File: src/design/cpu_cfg.svh
// CPU width and memory configuration
`ifndef CPU_CFG_SVH
`define CPU_CFG_SVH

// Datapath widths
`define DATA_W    8
`define ADDR_W    8
`define INST_W    16

// Memory size in bytes, one per address
`define MEM_DEPTH 256

// First fetch address after reset
`define PC_RESET  8'h00

`endif

File: src/design/cpuPkg.sv
// CPU shared types
package cpuPkg;

    // Instruction opcodes, codes 11 and 12 are no-ops
    typedef enum logic [3:0] {
        opBra = 4'd0,
        opLd  = 4'd1,
        opSt  = 4'd2,
        opMov = 4'd3,
        opAnd = 4'd4,
        opOr  = 4'd5,
        opNot = 4'd6,
        opAdd = 4'd7,
        opSub = 4'd8,
        opLsr = 4'd9,
        opLsl = 4'd10,
        opInc = 4'd13,
        opDec = 4'd14,
        opBne = 4'd15
    } opcodeE;

    typedef enum logic [3:0] {
        aluPassA, aluPassB, aluNotA, aluAdd, aluSub,
        aluAnd, aluOr, aluXor, aluShl, aluShr
    } aluOpE;

    typedef enum logic [1:0] {rfDec, rfInc, rfLoad, rfClear} regFunE;

    typedef enum logic [2:0] {fetchHi, fetchLo, addrLoad, execute, waitRun} stateE;

endpackage

File: src/design/alu.sv
// Arithmetic and logic unit with flag register
`timescale 1ns/10ps
`include "cpu_cfg.svh"

module alu (
    input  logic                CLK,
    input  logic                rst_i,
    input  cpuPkg::aluOpE       op_i,
    input  logic [`DATA_W-1:0]  a_i,
    input  logic [`DATA_W-1:0]  b_i,
    input  logic                flagsWe_i,
    output logic [`DATA_W-1:0]  result_o,
    output logic [3:0]          flags_o
);

    localparam int MSB = `DATA_W - 1;

    logic [`DATA_W:0] sum;
    logic [`DATA_W:0] diff;
    logic             carry;
    logic             overflow;

    assign sum  = {1'b0, a_i} + {1'b0, b_i};
    assign diff = {1'b0, a_i} - {1'b0, b_i};   // Top bit is the borrow

    always_comb begin
        carry    = 1'b0;
        overflow = 1'b0;
        case (op_i)
            cpuPkg::aluPassA: result_o = a_i;
            cpuPkg::aluPassB: result_o = b_i;
            cpuPkg::aluNotA:  result_o = ~a_i;
            cpuPkg::aluAdd: begin
                result_o = sum[MSB:0];
                carry    = sum[`DATA_W];
                overflow = (a_i[MSB] == b_i[MSB]) && (sum[MSB] != a_i[MSB]);
            end
            cpuPkg::aluSub: begin
                result_o = diff[MSB:0];
                carry    = diff[`DATA_W];
                overflow = (a_i[MSB] != b_i[MSB]) && (diff[MSB] != a_i[MSB]);
            end
            cpuPkg::aluAnd: result_o = a_i & b_i;
            cpuPkg::aluOr:  result_o = a_i | b_i;
            cpuPkg::aluXor: result_o = a_i ^ b_i;
            cpuPkg::aluShl: begin
                result_o = {a_i[MSB-1:0], 1'b0};
                carry    = a_i[MSB];   // Bit shifted out
            end
            cpuPkg::aluShr: begin
                result_o = {1'b0, a_i[MSB:1]};
                carry    = a_i[0];
            end
            default: result_o = a_i;
        endcase
    end

    // Flag order is Z, C, N, O from the top bit down
    always_ff @(posedge CLK) begin
        if (rst_i) begin
            flags_o <= 4'b0000;
        end else if (flagsWe_i) begin
            flags_o <= {(result_o == '0), carry, result_o[MSB], overflow};
        end
    end

endmodule

File: src/design/regFile.sv
// Four-entry general register file
`timescale 1ns/10ps
`include "cpu_cfg.svh"

module regFile (
    input  logic                CLK,
    input  logic                rst_i,
    input  logic [3:0]          we_i,
    input  cpuPkg::regFunE      fun_i,
    input  logic [1:0]          selA_i,
    input  logic [1:0]          selB_i,
    input  logic [`DATA_W-1:0]  data_i,
    output logic [`DATA_W-1:0]  outA_o,
    output logic [`DATA_W-1:0]  outB_o
);

    logic [`DATA_W-1:0] regs [4];
    logic [`DATA_W-1:0] nextVal;

    // Functions act on the incoming word, so INC and DEC can take any source
    always_comb begin
        case (fun_i)
            cpuPkg::rfDec:  nextVal = data_i - 1'b1;
            cpuPkg::rfInc:  nextVal = data_i + 1'b1;
            cpuPkg::rfLoad: nextVal = data_i;
            default:        nextVal = '0;   // Clear
        endcase
    end

    always_ff @(posedge CLK) begin
        if (rst_i) begin
            for (int i = 0; i < 4; i++) begin
                regs[i] <= '0;
            end
        end else begin
            for (int i = 0; i < 4; i++) begin
                if (we_i[i]) begin
                    regs[i] <= nextVal;
                end
            end
        end
    end

    assign outA_o = regs[selA_i];
    assign outB_o = regs[selB_i];

endmodule

File: src/design/addressRegs.sv
// Program counter and address register
`timescale 1ns/10ps
`include "cpu_cfg.svh"

module addressRegs (
    input  logic                CLK,
    input  logic                rst_i,
    input  logic                pcInc_i,
    input  logic                pcLoad_i,
    input  logic                arLoad_i,
    input  logic [`ADDR_W-1:0]  target_i,
    output logic [`ADDR_W-1:0]  pc_o,
    output logic [`ADDR_W-1:0]  ar_o
);

    // PC counts through fetch, a taken branch overrides the count
    always_ff @(posedge CLK) begin
        if (rst_i) begin
            pc_o <= `PC_RESET;
        end else if (pcLoad_i) begin
            pc_o <= target_i;
        end else if (pcInc_i) begin
            pc_o <= pc_o + 1'b1;
        end
    end

    // AR holds the direct operand address for LD and ST
    always_ff @(posedge CLK) begin
        if (rst_i) begin
            ar_o <= '0;
        end else if (arLoad_i) begin
            ar_o <= target_i;
        end
    end

endmodule

File: src/design/memory.sv
// Byte-wide RAM with program load port
`timescale 1ns/10ps
`include "cpu_cfg.svh"

module memory (
    input  logic                CLK,
    input  logic                we_i,
    input  logic [`ADDR_W-1:0]  addr_i,
    input  logic [`DATA_W-1:0]  data_i,
    input  logic                loadEn_i,
    input  logic [`ADDR_W-1:0]  loadAddr_i,
    input  logic [`DATA_W-1:0]  loadData_i,
    output logic [`DATA_W-1:0]  rdata_o
);

    logic [`DATA_W-1:0] mem [`MEM_DEPTH];

    // Load port wins, the CPU is held waiting meanwhile
    always_ff @(posedge CLK) begin
        if (loadEn_i) begin
            mem[loadAddr_i] <= loadData_i;
        end else if (we_i) begin
            mem[addr_i] <= data_i;
        end
    end

    assign rdata_o = mem[addr_i];   // Asynchronous read

endmodule

File: src/design/controlFsm.sv
// Fetch and execute control unit
`timescale 1ns/10ps
`include "cpu_cfg.svh"

module controlFsm (
    input  logic                CLK,
    input  logic                rst_i,
    input  logic                run_i,
    input  logic                loadEn_i,
    input  logic [`DATA_W-1:0]  irHi_i,
    input  logic [`DATA_W-1:0]  irLo_i,
    input  logic                zeroFlag_i,
    output cpuPkg::regFunE      rfFun_o,
    output logic [3:0]          rfWe_o,
    output logic [1:0]          rfSelA_o,
    output logic [1:0]          rfSelB_o,
    output cpuPkg::aluOpE       aluOp_o,
    output logic                flagsWe_o,
    output logic                pcInc_o,
    output logic                pcLoad_o,
    output logic                arLoad_o,
    output logic                addrSel_o,
    output logic                memWe_o,
    output logic                irHiWe_o,
    output logic                irLoWe_o,
    output logic [1:0]          rfSrcSel_o,
    output logic                instDone_o
);

    cpuPkg::stateE  state;
    cpuPkg::stateE  stateNext;
    cpuPkg::opcodeE opcode;
    logic [1:0]     dstReg;
    logic [3:0]     dstWe;
    logic           immMode;
    logic           needAddr;
    logic           startRun;

    assign opcode   = cpuPkg::opcodeE'(irHi_i[7:4]);
    assign dstReg   = irHi_i[1:0];
    assign dstWe    = 4'b0001 << dstReg;   // One-hot destination enable
    assign immMode  = irHi_i[2];            // LD mode, 1 selects immediate
    assign startRun = run_i && !loadEn_i;

    // Direct LD and every ST need AR loaded before execute
    assign needAddr = (opcode == cpuPkg::opSt) || ((opcode == cpuPkg::opLd) && !immMode);

    always_ff @(posedge CLK) begin
        if (rst_i) begin
            state <= cpuPkg::waitRun;
        end else begin
            state <= stateNext;
        end
    end

    always_comb begin
        stateNext = state;
        case (state)
            cpuPkg::waitRun: begin
                if (startRun) begin
                    stateNext = cpuPkg::fetchHi;
                end
            end
            cpuPkg::fetchHi:  stateNext = cpuPkg::fetchLo;
            cpuPkg::fetchLo:  stateNext = needAddr ? cpuPkg::addrLoad : cpuPkg::execute;
            cpuPkg::addrLoad: stateNext = cpuPkg::execute;
            cpuPkg::execute:  stateNext = startRun ? cpuPkg::fetchHi : cpuPkg::waitRun;
            default:          stateNext = cpuPkg::waitRun;
        endcase
    end

    // ALU function per opcode, only used in execute
    always_comb begin
        case (opcode)
            cpuPkg::opAnd: aluOp_o = cpuPkg::aluAnd;
            cpuPkg::opOr:  aluOp_o = cpuPkg::aluOr;
            cpuPkg::opNot: aluOp_o = cpuPkg::aluNotA;
            cpuPkg::opAdd: aluOp_o = cpuPkg::aluAdd;
            cpuPkg::opSub: aluOp_o = cpuPkg::aluSub;
            cpuPkg::opLsr: aluOp_o = cpuPkg::aluShr;
            cpuPkg::opLsl: aluOp_o = cpuPkg::aluShl;
            default:       aluOp_o = cpuPkg::aluPassA;   // MOV, INC, DEC
        endcase
    end

    always_comb begin
        rfFun_o    = cpuPkg::rfLoad;
        rfWe_o     = 4'b0000;
        rfSelA_o   = irLo_i[5:4];   // First source field
        rfSelB_o   = irLo_i[1:0];   // Second source field
        flagsWe_o  = 1'b0;
        pcInc_o    = 1'b0;
        pcLoad_o   = 1'b0;
        arLoad_o   = 1'b0;
        addrSel_o  = 1'b0;          // PC drives the memory address
        memWe_o    = 1'b0;
        irHiWe_o   = 1'b0;
        irLoWe_o   = 1'b0;
        rfSrcSel_o = 2'd2;          // 0 immediate, 1 memory, 2 ALU
        instDone_o = 1'b0;
        case (state)
            cpuPkg::fetchHi: begin
                irHiWe_o = 1'b1;
                pcInc_o  = 1'b1;
            end
            cpuPkg::fetchLo: begin
                irLoWe_o = 1'b1;
                pcInc_o  = 1'b1;
            end
            cpuPkg::addrLoad: arLoad_o = 1'b1;
            cpuPkg::execute: begin
                instDone_o = 1'b1;
                case (opcode)
                    cpuPkg::opBra: pcLoad_o = 1'b1;
                    cpuPkg::opBne: pcLoad_o = !zeroFlag_i;   // Taken on nonzero
                    cpuPkg::opLd: begin
                        rfWe_o     = dstWe;
                        addrSel_o  = 1'b1;
                        rfSrcSel_o = immMode ? 2'd0 : 2'd1;
                    end
                    cpuPkg::opSt: begin
                        addrSel_o = 1'b1;
                        memWe_o   = 1'b1;
                        rfSelB_o  = dstReg;   // Store source sits in the high byte
                    end
                    cpuPkg::opMov: rfWe_o = dstWe;
                    cpuPkg::opAnd, cpuPkg::opOr, cpuPkg::opNot, cpuPkg::opAdd,
                    cpuPkg::opSub, cpuPkg::opLsr, cpuPkg::opLsl: begin
                        rfWe_o    = dstWe;
                        flagsWe_o = 1'b1;
                    end
                    cpuPkg::opInc: begin
                        rfWe_o  = dstWe;
                        rfFun_o = cpuPkg::rfInc;   // Source + 1 into destination
                    end
                    cpuPkg::opDec: begin
                        rfWe_o  = dstWe;
                        rfFun_o = cpuPkg::rfDec;
                    end
                    default: rfWe_o = 4'b0000;     // Unused codes do nothing
                endcase
            end
            default: instDone_o = 1'b0;
        endcase
    end

endmodule

File: src/design/cpuTop.sv
// Register machine top level
`timescale 1ns/10ps
`include "cpu_cfg.svh"

module cpuTop (
    input  logic                CLK,
    input  logic                rst_i,
    input  logic                loadEn_i,
    input  logic [`ADDR_W-1:0]  loadAddr_i,
    input  logic [`DATA_W-1:0]  loadData_i,
    input  logic                run_i,
    output logic [`ADDR_W-1:0]  pc_o,
    output logic [3:0]          flags_o,
    output logic                memWe_o,
    output logic [`ADDR_W-1:0]  memAddr_o,
    output logic [`DATA_W-1:0]  memData_o,
    output logic                instDone_o
);

    logic [`INST_W-1:0]  ir;
    logic [`DATA_W-1:0]  irHi;
    logic [`DATA_W-1:0]  irLo;
    logic [`DATA_W-1:0]  memRdata;
    logic [`DATA_W-1:0]  rfData;
    logic [`DATA_W-1:0]  rfOutA;
    logic [`DATA_W-1:0]  aluResult;
    logic [`ADDR_W-1:0]  ar;
    cpuPkg::regFunE      rfFun;
    cpuPkg::aluOpE       aluOp;
    logic [3:0]          rfWe;
    logic [1:0]          rfSelA;
    logic [1:0]          rfSelB;
    logic [1:0]          rfSrcSel;
    logic                flagsWe;
    logic                pcInc;
    logic                pcLoad;
    logic                arLoad;
    logic                addrSel;
    logic                irHiWe;
    logic                irLoWe;

    assign irHi = ir[`INST_W-1:`DATA_W];
    assign irLo = ir[`DATA_W-1:0];

    // Instruction register, filled one byte per fetch state
    always_ff @(posedge CLK) begin
        if (rst_i) begin
            ir <= '0;
        end else begin
            if (irHiWe) begin
                ir[`INST_W-1:`DATA_W] <= memRdata;
            end
            if (irLoWe) begin
                ir[`DATA_W-1:0] <= memRdata;
            end
        end
    end

    assign memAddr_o = addrSel ? ar : pc_o;   // AR only for LD and ST execute

    always_comb begin
        case (rfSrcSel)
            2'd0:    rfData = irLo;       // Immediate
            2'd1:    rfData = memRdata;
            default: rfData = aluResult;
        endcase
    end

    controlFsm uFsm (
        .CLK(CLK), .rst_i(rst_i), .run_i(run_i), .loadEn_i(loadEn_i),
        .irHi_i(irHi), .irLo_i(irLo), .zeroFlag_i(flags_o[3]),
        .rfFun_o(rfFun), .rfWe_o(rfWe), .rfSelA_o(rfSelA), .rfSelB_o(rfSelB),
        .aluOp_o(aluOp), .flagsWe_o(flagsWe), .pcInc_o(pcInc), .pcLoad_o(pcLoad),
        .arLoad_o(arLoad), .addrSel_o(addrSel), .memWe_o(memWe_o),
        .irHiWe_o(irHiWe), .irLoWe_o(irLoWe), .rfSrcSel_o(rfSrcSel),
        .instDone_o(instDone_o)
    );

    addressRegs uAddr (
        .CLK(CLK), .rst_i(rst_i), .pcInc_i(pcInc), .pcLoad_i(pcLoad),
        .arLoad_i(arLoad), .target_i(irLo), .pc_o(pc_o), .ar_o(ar)
    );

    regFile uRegs (
        .CLK(CLK), .rst_i(rst_i), .we_i(rfWe), .fun_i(rfFun), .selA_i(rfSelA),
        .selB_i(rfSelB), .data_i(rfData), .outA_o(rfOutA), .outB_o(memData_o)
    );

    alu uAlu (
        .CLK(CLK), .rst_i(rst_i), .op_i(aluOp), .a_i(rfOutA), .b_i(memData_o),
        .flagsWe_i(flagsWe), .result_o(aluResult), .flags_o(flags_o)
    );

    memory uMem (
        .CLK(CLK), .we_i(memWe_o), .addr_i(memAddr_o), .data_i(memData_o),
        .loadEn_i(loadEn_i), .loadAddr_i(loadAddr_i), .loadData_i(loadData_i),
        .rdata_o(memRdata)
    );

endmodule

File: config.mk
export PLATFORM = sky130hd
export DESIGN_NAME = cpuTop
export DESIGN_NICKNAME = d
export VERILOG_FILES = /design/src/design/cpuPkg.sv /design/src/design/alu.sv /design/src/design/regFile.sv /design/src/design/addressRegs.sv /design/src/design/memory.sv /design/src/design/controlFsm.sv /design/src/design/cpuTop.sv
export VERILOG_INCLUDE_DIRS = /design/src /design/src/design
export SDC_FILE = /design/constraint.sdc
export NUM_CORES = 2
export LEC_CHECK = 0
export ABC_AREA = 1
export BUFFER_PORTS_ARGS = -buffer_cell sky130_fd_sc_hd__buf_4
export CAP_MARGIN = 5
export CORE_MARGIN = 3
export CORE_UTILIZATION = 43
export CTS_BUF_LIST = sky130_fd_sc_hd__clkbuf_8
export CTS_CLUSTER_SIZE = 12
export DETAILED_ROUTE_END_ITERATION = 7
export HOLD_SLACK_MARGIN = 0.05
export PLACE_DENSITY_LB_ADDON = 0.2
export SETUP_SLACK_MARGIN = 0.15
export SLEW_MARGIN = 20
export SYNTH_ARGS = -nofsm -noshare
export SYNTH_HDL_FRONTEND = slang
export SYNTH_SLANG_ARGS = --single-unit
File: constraint.sdc
create_clock -name CLK -period 34.8 [get_ports CLK]
set_input_delay 3.48 -clock CLK [delete_from_list [all_inputs] [get_ports CLK]]
set_output_delay 3.48 -clock CLK [all_outputs]
set_load 0.02 [all_outputs]
# Word-level counts from Yosys, hierarchy flattened
# Memory sizes are Yosys's and may differ from the RTL's. A register that Yosys moved wholly into a read port is not among the register bits.
# Index checks and enable logic that the tools add are counted.
# word_totals
latchBits	0
n_memories	2
register_bits	39
rom_bits	0
mem_bits_rw	2080
# op_classes
n_addsub	5
div	0
eq_ne	34
reduce_logical	19
bitwise_logic	8
mul	0
magnitude_cmp	0
n_shift	1
muxes	63
# mem_list
memory	words	word_bits	read_ports	rd_ports_with_merged_regs	wr	line_no	text
uMem.mem	256	8	1	0	1	memory.sv:16	logic [`DATA_W-1:0] mem [`MEM_DEPTH];
uRegs.regs	4	8	2	1	4	regFile.sv:17	logic [`DATA_W-1:0] regs [4];
# ops
op	n
$mux 8	9
$pmux 8 s9	1
$mux 1	34
$eq 4x3->1 const B	8
$eq 4x4->1 const B	8
$pmux 4 s7	1
$pmux 8 s3	1
$add 8x1->8 const B	2
$eq 4x2->1 const B	4
$pmux 8 s2	1
$pmux 3 s5	1
$mux 2	7
$reduce_or 11->1	1
$add 8x8->9	1
$sub 8x8->9	1
$and 8x8->8	1
$eq 4x1->1 const B	2
$logic_not 8->1	1
$mux 4	2
$not 8->8	1
$or 8x8->8	1
$reduce_or 8->1	1
$sub 8x1->8 const B	1
$xor 8x8->8	1
23 further kinds	39

# Depth between registers and ports, before layout
# An unclocked memory read counts as a cell.
# logic_depth
ltp_word	10
mapped_depth	34
ltp_nobuf	33

# Cells and area by module
# Synthesis repeated with hierarchy kept, for this count alone.
# unflattened
cells_unflattened	7967
area_unflattened_um2	89562.1
# modules_own_cells
mod	n_inst	seq_area_each_um2	area_each_um2	cells_each
memory	1	61499.0	83610.2	7034
regFile	1	960.9	2025.7	248
alu	1	80.1	1793.0	345
cpuTop	1	320.3	947.2	155
addressRegs	1	320.3	754.5	103
controlFsm	1	60.1	431.7	82

# Worst setup path before layout
# Ideal clock, no wire load.
# synth_path
path_kind	input to register
from	input port loadEn_i
to	memory uMem.mem[0][5] (netlist name), data pin
stages	5
path_buffers	2
path_slack_ns	18.599
t_required_ns	32.611
arrival_ns	14.012
path_cell_list	nor2_1 > inv_1 > clkbuf_1 > clkbuf_1 > o21ai_0
# synth_via
elab_chain_cells	4
# synth_lines
element	line_no	text
start: declaration	cpuTop.sv:8	input logic loadEn_i,
$mux 1	memory.sv:20	if (loadEn_i) begin
$mux 1 (implied by the code)	memory.sv:23	mem[addr_i] <= data_i;
$reduce_or 8->1 (no line)	n/a	
$mux 8 (no line)	n/a	
end: declaration	memory.sv:16	
# Every way passes these cells.

# Worst setup path in the final report
# layout_path
from	register ir[12]
to	output port memAddr_o[1]
# layout_via
elab_chain_cells	5
elab_cells_between_ends	6
# layout_lines
element	line_no	text
start: declaration	cpuTop.sv:20	logic [`INST_W-1:0] ir;
start signal: indexed assignment	cpuTop.sv:51	ir[`INST_W-1:`DATA_W] <= memRdata;
start signal: indexed assignment	cpuTop.sv:54	ir[`DATA_W-1:0] <= memRdata;
$eq 4x1->1 / $eq 4x2->1 (equally long branches)	controlFsm.sv:113	case (opcode)
$reduce_or 2->1 (no line) *	n/a	
$mux 1 *	controlFsm.sv:113	
$mux 1 *	controlFsm.sv:101	case (state)
$mux 8 *	cpuTop.sv:59	assign memAddr_o = addrSel ? ar : pc_o;
end: declaration	cpuTop.sv:15	output logic [`ADDR_W-1:0] memAddr_o,
# Every way passes the cells marked *; elsewhere a longest branch is shown, timed or not.

==> flow_summary.toml <==
[global_route]
grt_pass1_wl_mm = 385.3
grt_max_degree = 177
grt_overflow_total = 0
grt_pass1_vias = 57461
antenna_found_initial = 9
grt.total_usage = 0.2427

[sta]
post-route-period-util = 0.2432
fin_crit_ns = 8.464
tightest_slew_ns = 1.176
worst_clock_skew_ns = 0.07831
finalHoldViolations = 0
max_freq_ghz = 0.1181
rsz0062_at_grt = "false"
setup_viol = 0
final_max_slew_viol_count = 0
relSlewSlack = 0.2157
final.setup.tns_ns = 0
hold-worst-slack_ns = 0.4529

[cts]
cts-resized-gates = 0
clk_pin_slew_worst_paths_ns = 0.06
cts_max_level = 5
cts_tree = "built"
cts_buffers = 356
post-cts-setup-buffers = 0
insertion_delay_ns = 1.05
clk_path_buf_depth = 4
cts_sinks = 2120
root_buffer = "clkbuf_8"
cts_hold_buf = 0

[detailed_routing]
wl_met2_mm = 119.8
ant_nets = 0
route.top_layer_used = "met5"
post-route-drc-count = 0
via_per_inst = 5.805
first_pass_iters = 8
drt_iter0_drc = 6614
wl_per_cell_um = 25.43
vias = 59526
totalWireLength_mm = 260.8
met1_length_mm = 111.1
met3_length_mm = 20.96

[worst_setup_path]
cp.arrival_ns = 4.98
rr_startpoint = "ir[13]"
crit_start = "ir[12]"
required_ns = 31.32
crit_fanout = 99
start_kind = "register"
crit_type = "reg -> out"
endpoint_kind = "primary output"

[pwr]
p_leak_nw = 32.77
ir_drop_v = 0.00003185
combinationalPowerShare = 0.125
netSwitchingPower_mw = 1.499
clockPowerShare = 0.360
p_total_mw = 5.478
switching_share = 0.2737
powerDensity_mw_per_mm2 = 56.56
pwr-share-seq = 0.515
p_int_mw = 3.979

[die]
start_util = 0.4349
die_area_mm2 = 0.2111
rows = 165
core_area_mm2 = 0.2034
die_x_um = 459.5
top_level_ports = 50
die_h_um = 459.5

[synth]
syn_avg_cell_area_um2 = 12.08
ys_seq_elements = 2120
synth_simple_gate_area_frac = 0.1278
synth_top_family_by_area = "simple AND/OR/NAND/NOR gates"
synth-compound-area-share = 0.1058
synth_mux_area_frac = 0
synth_warnings = 0
yosysSeqAreaShare = 0.7153
synthCells = 7318
synth.net_count = 7372
synthAdderAreaFrac = 0.005065
synth_area_mm2 = 0.08844
ys_types = 49
synth_xor_xnor_area_share = 0.0006933

[worst_hold_path]
min_from = "uAddr.ar_o[5]"
worstHoldPathType = "reg -> reg"

[finish]
layout-drive-gt1-share = 0.08525
final_core_util = 0.4763
nets = 7387
area_delta_synth_final_pct = 9.522

[placed_design]
io_buffers = 49
gp_congestion = 0.8600
place_hpwl_mm = 144.4

[run_status]
status = "finished, final reports clean"

[flow_run]
maxCapViolations = 0
==> per-layer routing <==
layer | global-route usage | up-vias
met5 | 0 | -
met1 | 0.3425 | 29629
met3 | 0.04711 | 461
met2 | 0.3751 | 2748
met4 | 0.08794 | 2
li1 | - | 26686
==> power groups by stage <==
stage / Combinational, mW / Clock, mW / Sequential (mW)
after global placement: 0.676 / 0 / 2.87
after floorplan: 0.480 / 0 / 2.90
after global routing: 0.756 / 2.12 / 2.82
after CTS: 0.682 / 2.01 / 2.82
after detailed placement: 0.679 / 0 / 2.87
final: 0.686 / 1.97 / 2.82
==> cells in the final DEF, fill, tap and decap left out, drive strengths merged, types with 119 or more instances in the layout <==
cell / instances
o22ai: 131
nand2: 893
nor2: 1110
o221ai: 265
edfxtp: 2080
buf: 150
nand3: 692
clkbuf: 364
clkinv: 119
inv: 497
o21ai: 910
==> worst max-delay path: stages (launching register included) <==
cell     delay [ns]
dfxtp_1        0.42
nand2_1        0.15
nor2_1         0.20
nand2_2        0.25
nand2_4        0.31
nand2_1        0.14
o21ai_4        0.07
buf_4          0.74
buf_4          0.75
buf_12         0.43
buf_4          0.24
==> logic make-up after synthesis <==
kind of cell | after synthesis
AND/OR/NAND/NOR | 2727
adder cells (fa/ha/maj) | 34
flip-flops | 2120
AO/OA/AOI/OAI | 1549
buffers and inverters | 881
XOR/XNOR | 7
==> sequential cells by signal, summed over array words and instances, names as in the netlist, named ones only <==
register and cells:
uAddr.pc_o 8, ir 15, uFsm.state 3, uAddr.ar_o 8
uAlu.flags_o 4, uMem.mem 2048, uRegs.regs 32
==> cell usage after synthesis, drive strengths merged <==
cell type | instances | area [µm²]
a2111oi | 4 | 35.03
a211oi | 4 | 30.03
a21boi | 1 | 7.510
a21oi | 82 | 410.4
a221oi | 2 | 17.52
a22oi | 8 | 60.06
a31oi | 1 | 6.260
a32oi | 4 | 35.03
buf | 316 | 1879
clkbuf | 177 | 669.4
clkinv | 2 | 7.510
dfxtp | 40 | 800.8
edfxtp | 2080 | 62460
fa | 3 | 60.06
ha | 31 | 387.9
inv | 386 | 1449
nand2 | 893 | 3379
nand3 | 692 | 3536
nand4 | 3 | 18.77
nor2 | 1110 | 4188
nor3 | 7 | 35.03
nor4 | 7 | 50.05
o2111ai | 1 | 8.760
o211ai | 104 | 780.8
o21ai | 910 | 4581
o21bai | 21 | 157.7
o221ai | 265 | 2321
o22ai | 131 | 819.5
o311ai | 3 | 26.28
o31ai | 5 | 37.54
o32ai | 3 | 26.28
or2 | 15 | 93.84
xnor2 | 3 | 26.28
xor2 | 4 | 35.03
==> layout make-up <==
cell class	instances	area, µm²
Timing Repair Buffer	150	1276
Multi-Input combinational cell	4317	21410
Clock inverter	239	1077
Fill cell	18176	106500
Sequential cell	2120	63260
Clock buffer	364	5010
Inverter	388	1470
Tap cell	2672	3343
Antenna cell	5	12.51
==> final timing paths <==
| check | endpoint | slack [ns] | cells past startpoint |
|---|---|---|---|
| setup / recovery | memAddr_o[1] | 26.34 | 10 |
| hold / removal | uAddr.ar_o[5] | 0.45 | 2 |
| setup reg to reg | uRegs.regs[3][6] | 26.89 | 27 |
| hold reg to reg | uAddr.ar_o[5] | 0.45 | 2 |
==> per-stage QoR <==
stage | area, µm² | cells | worst slack, ns
after floorplan | 88440 | 7318 | 18.60
after global placement | 90760 | 9647 | 27.17
after detailed placement | 90760 | 9647 | 27.09
after CTS | 96840 | 10250 | 26.25
after global routing | 96850 | 10251 | 26.08
final | 96860 | 10255 | 26.34
(Power assumes the default switching activity.)
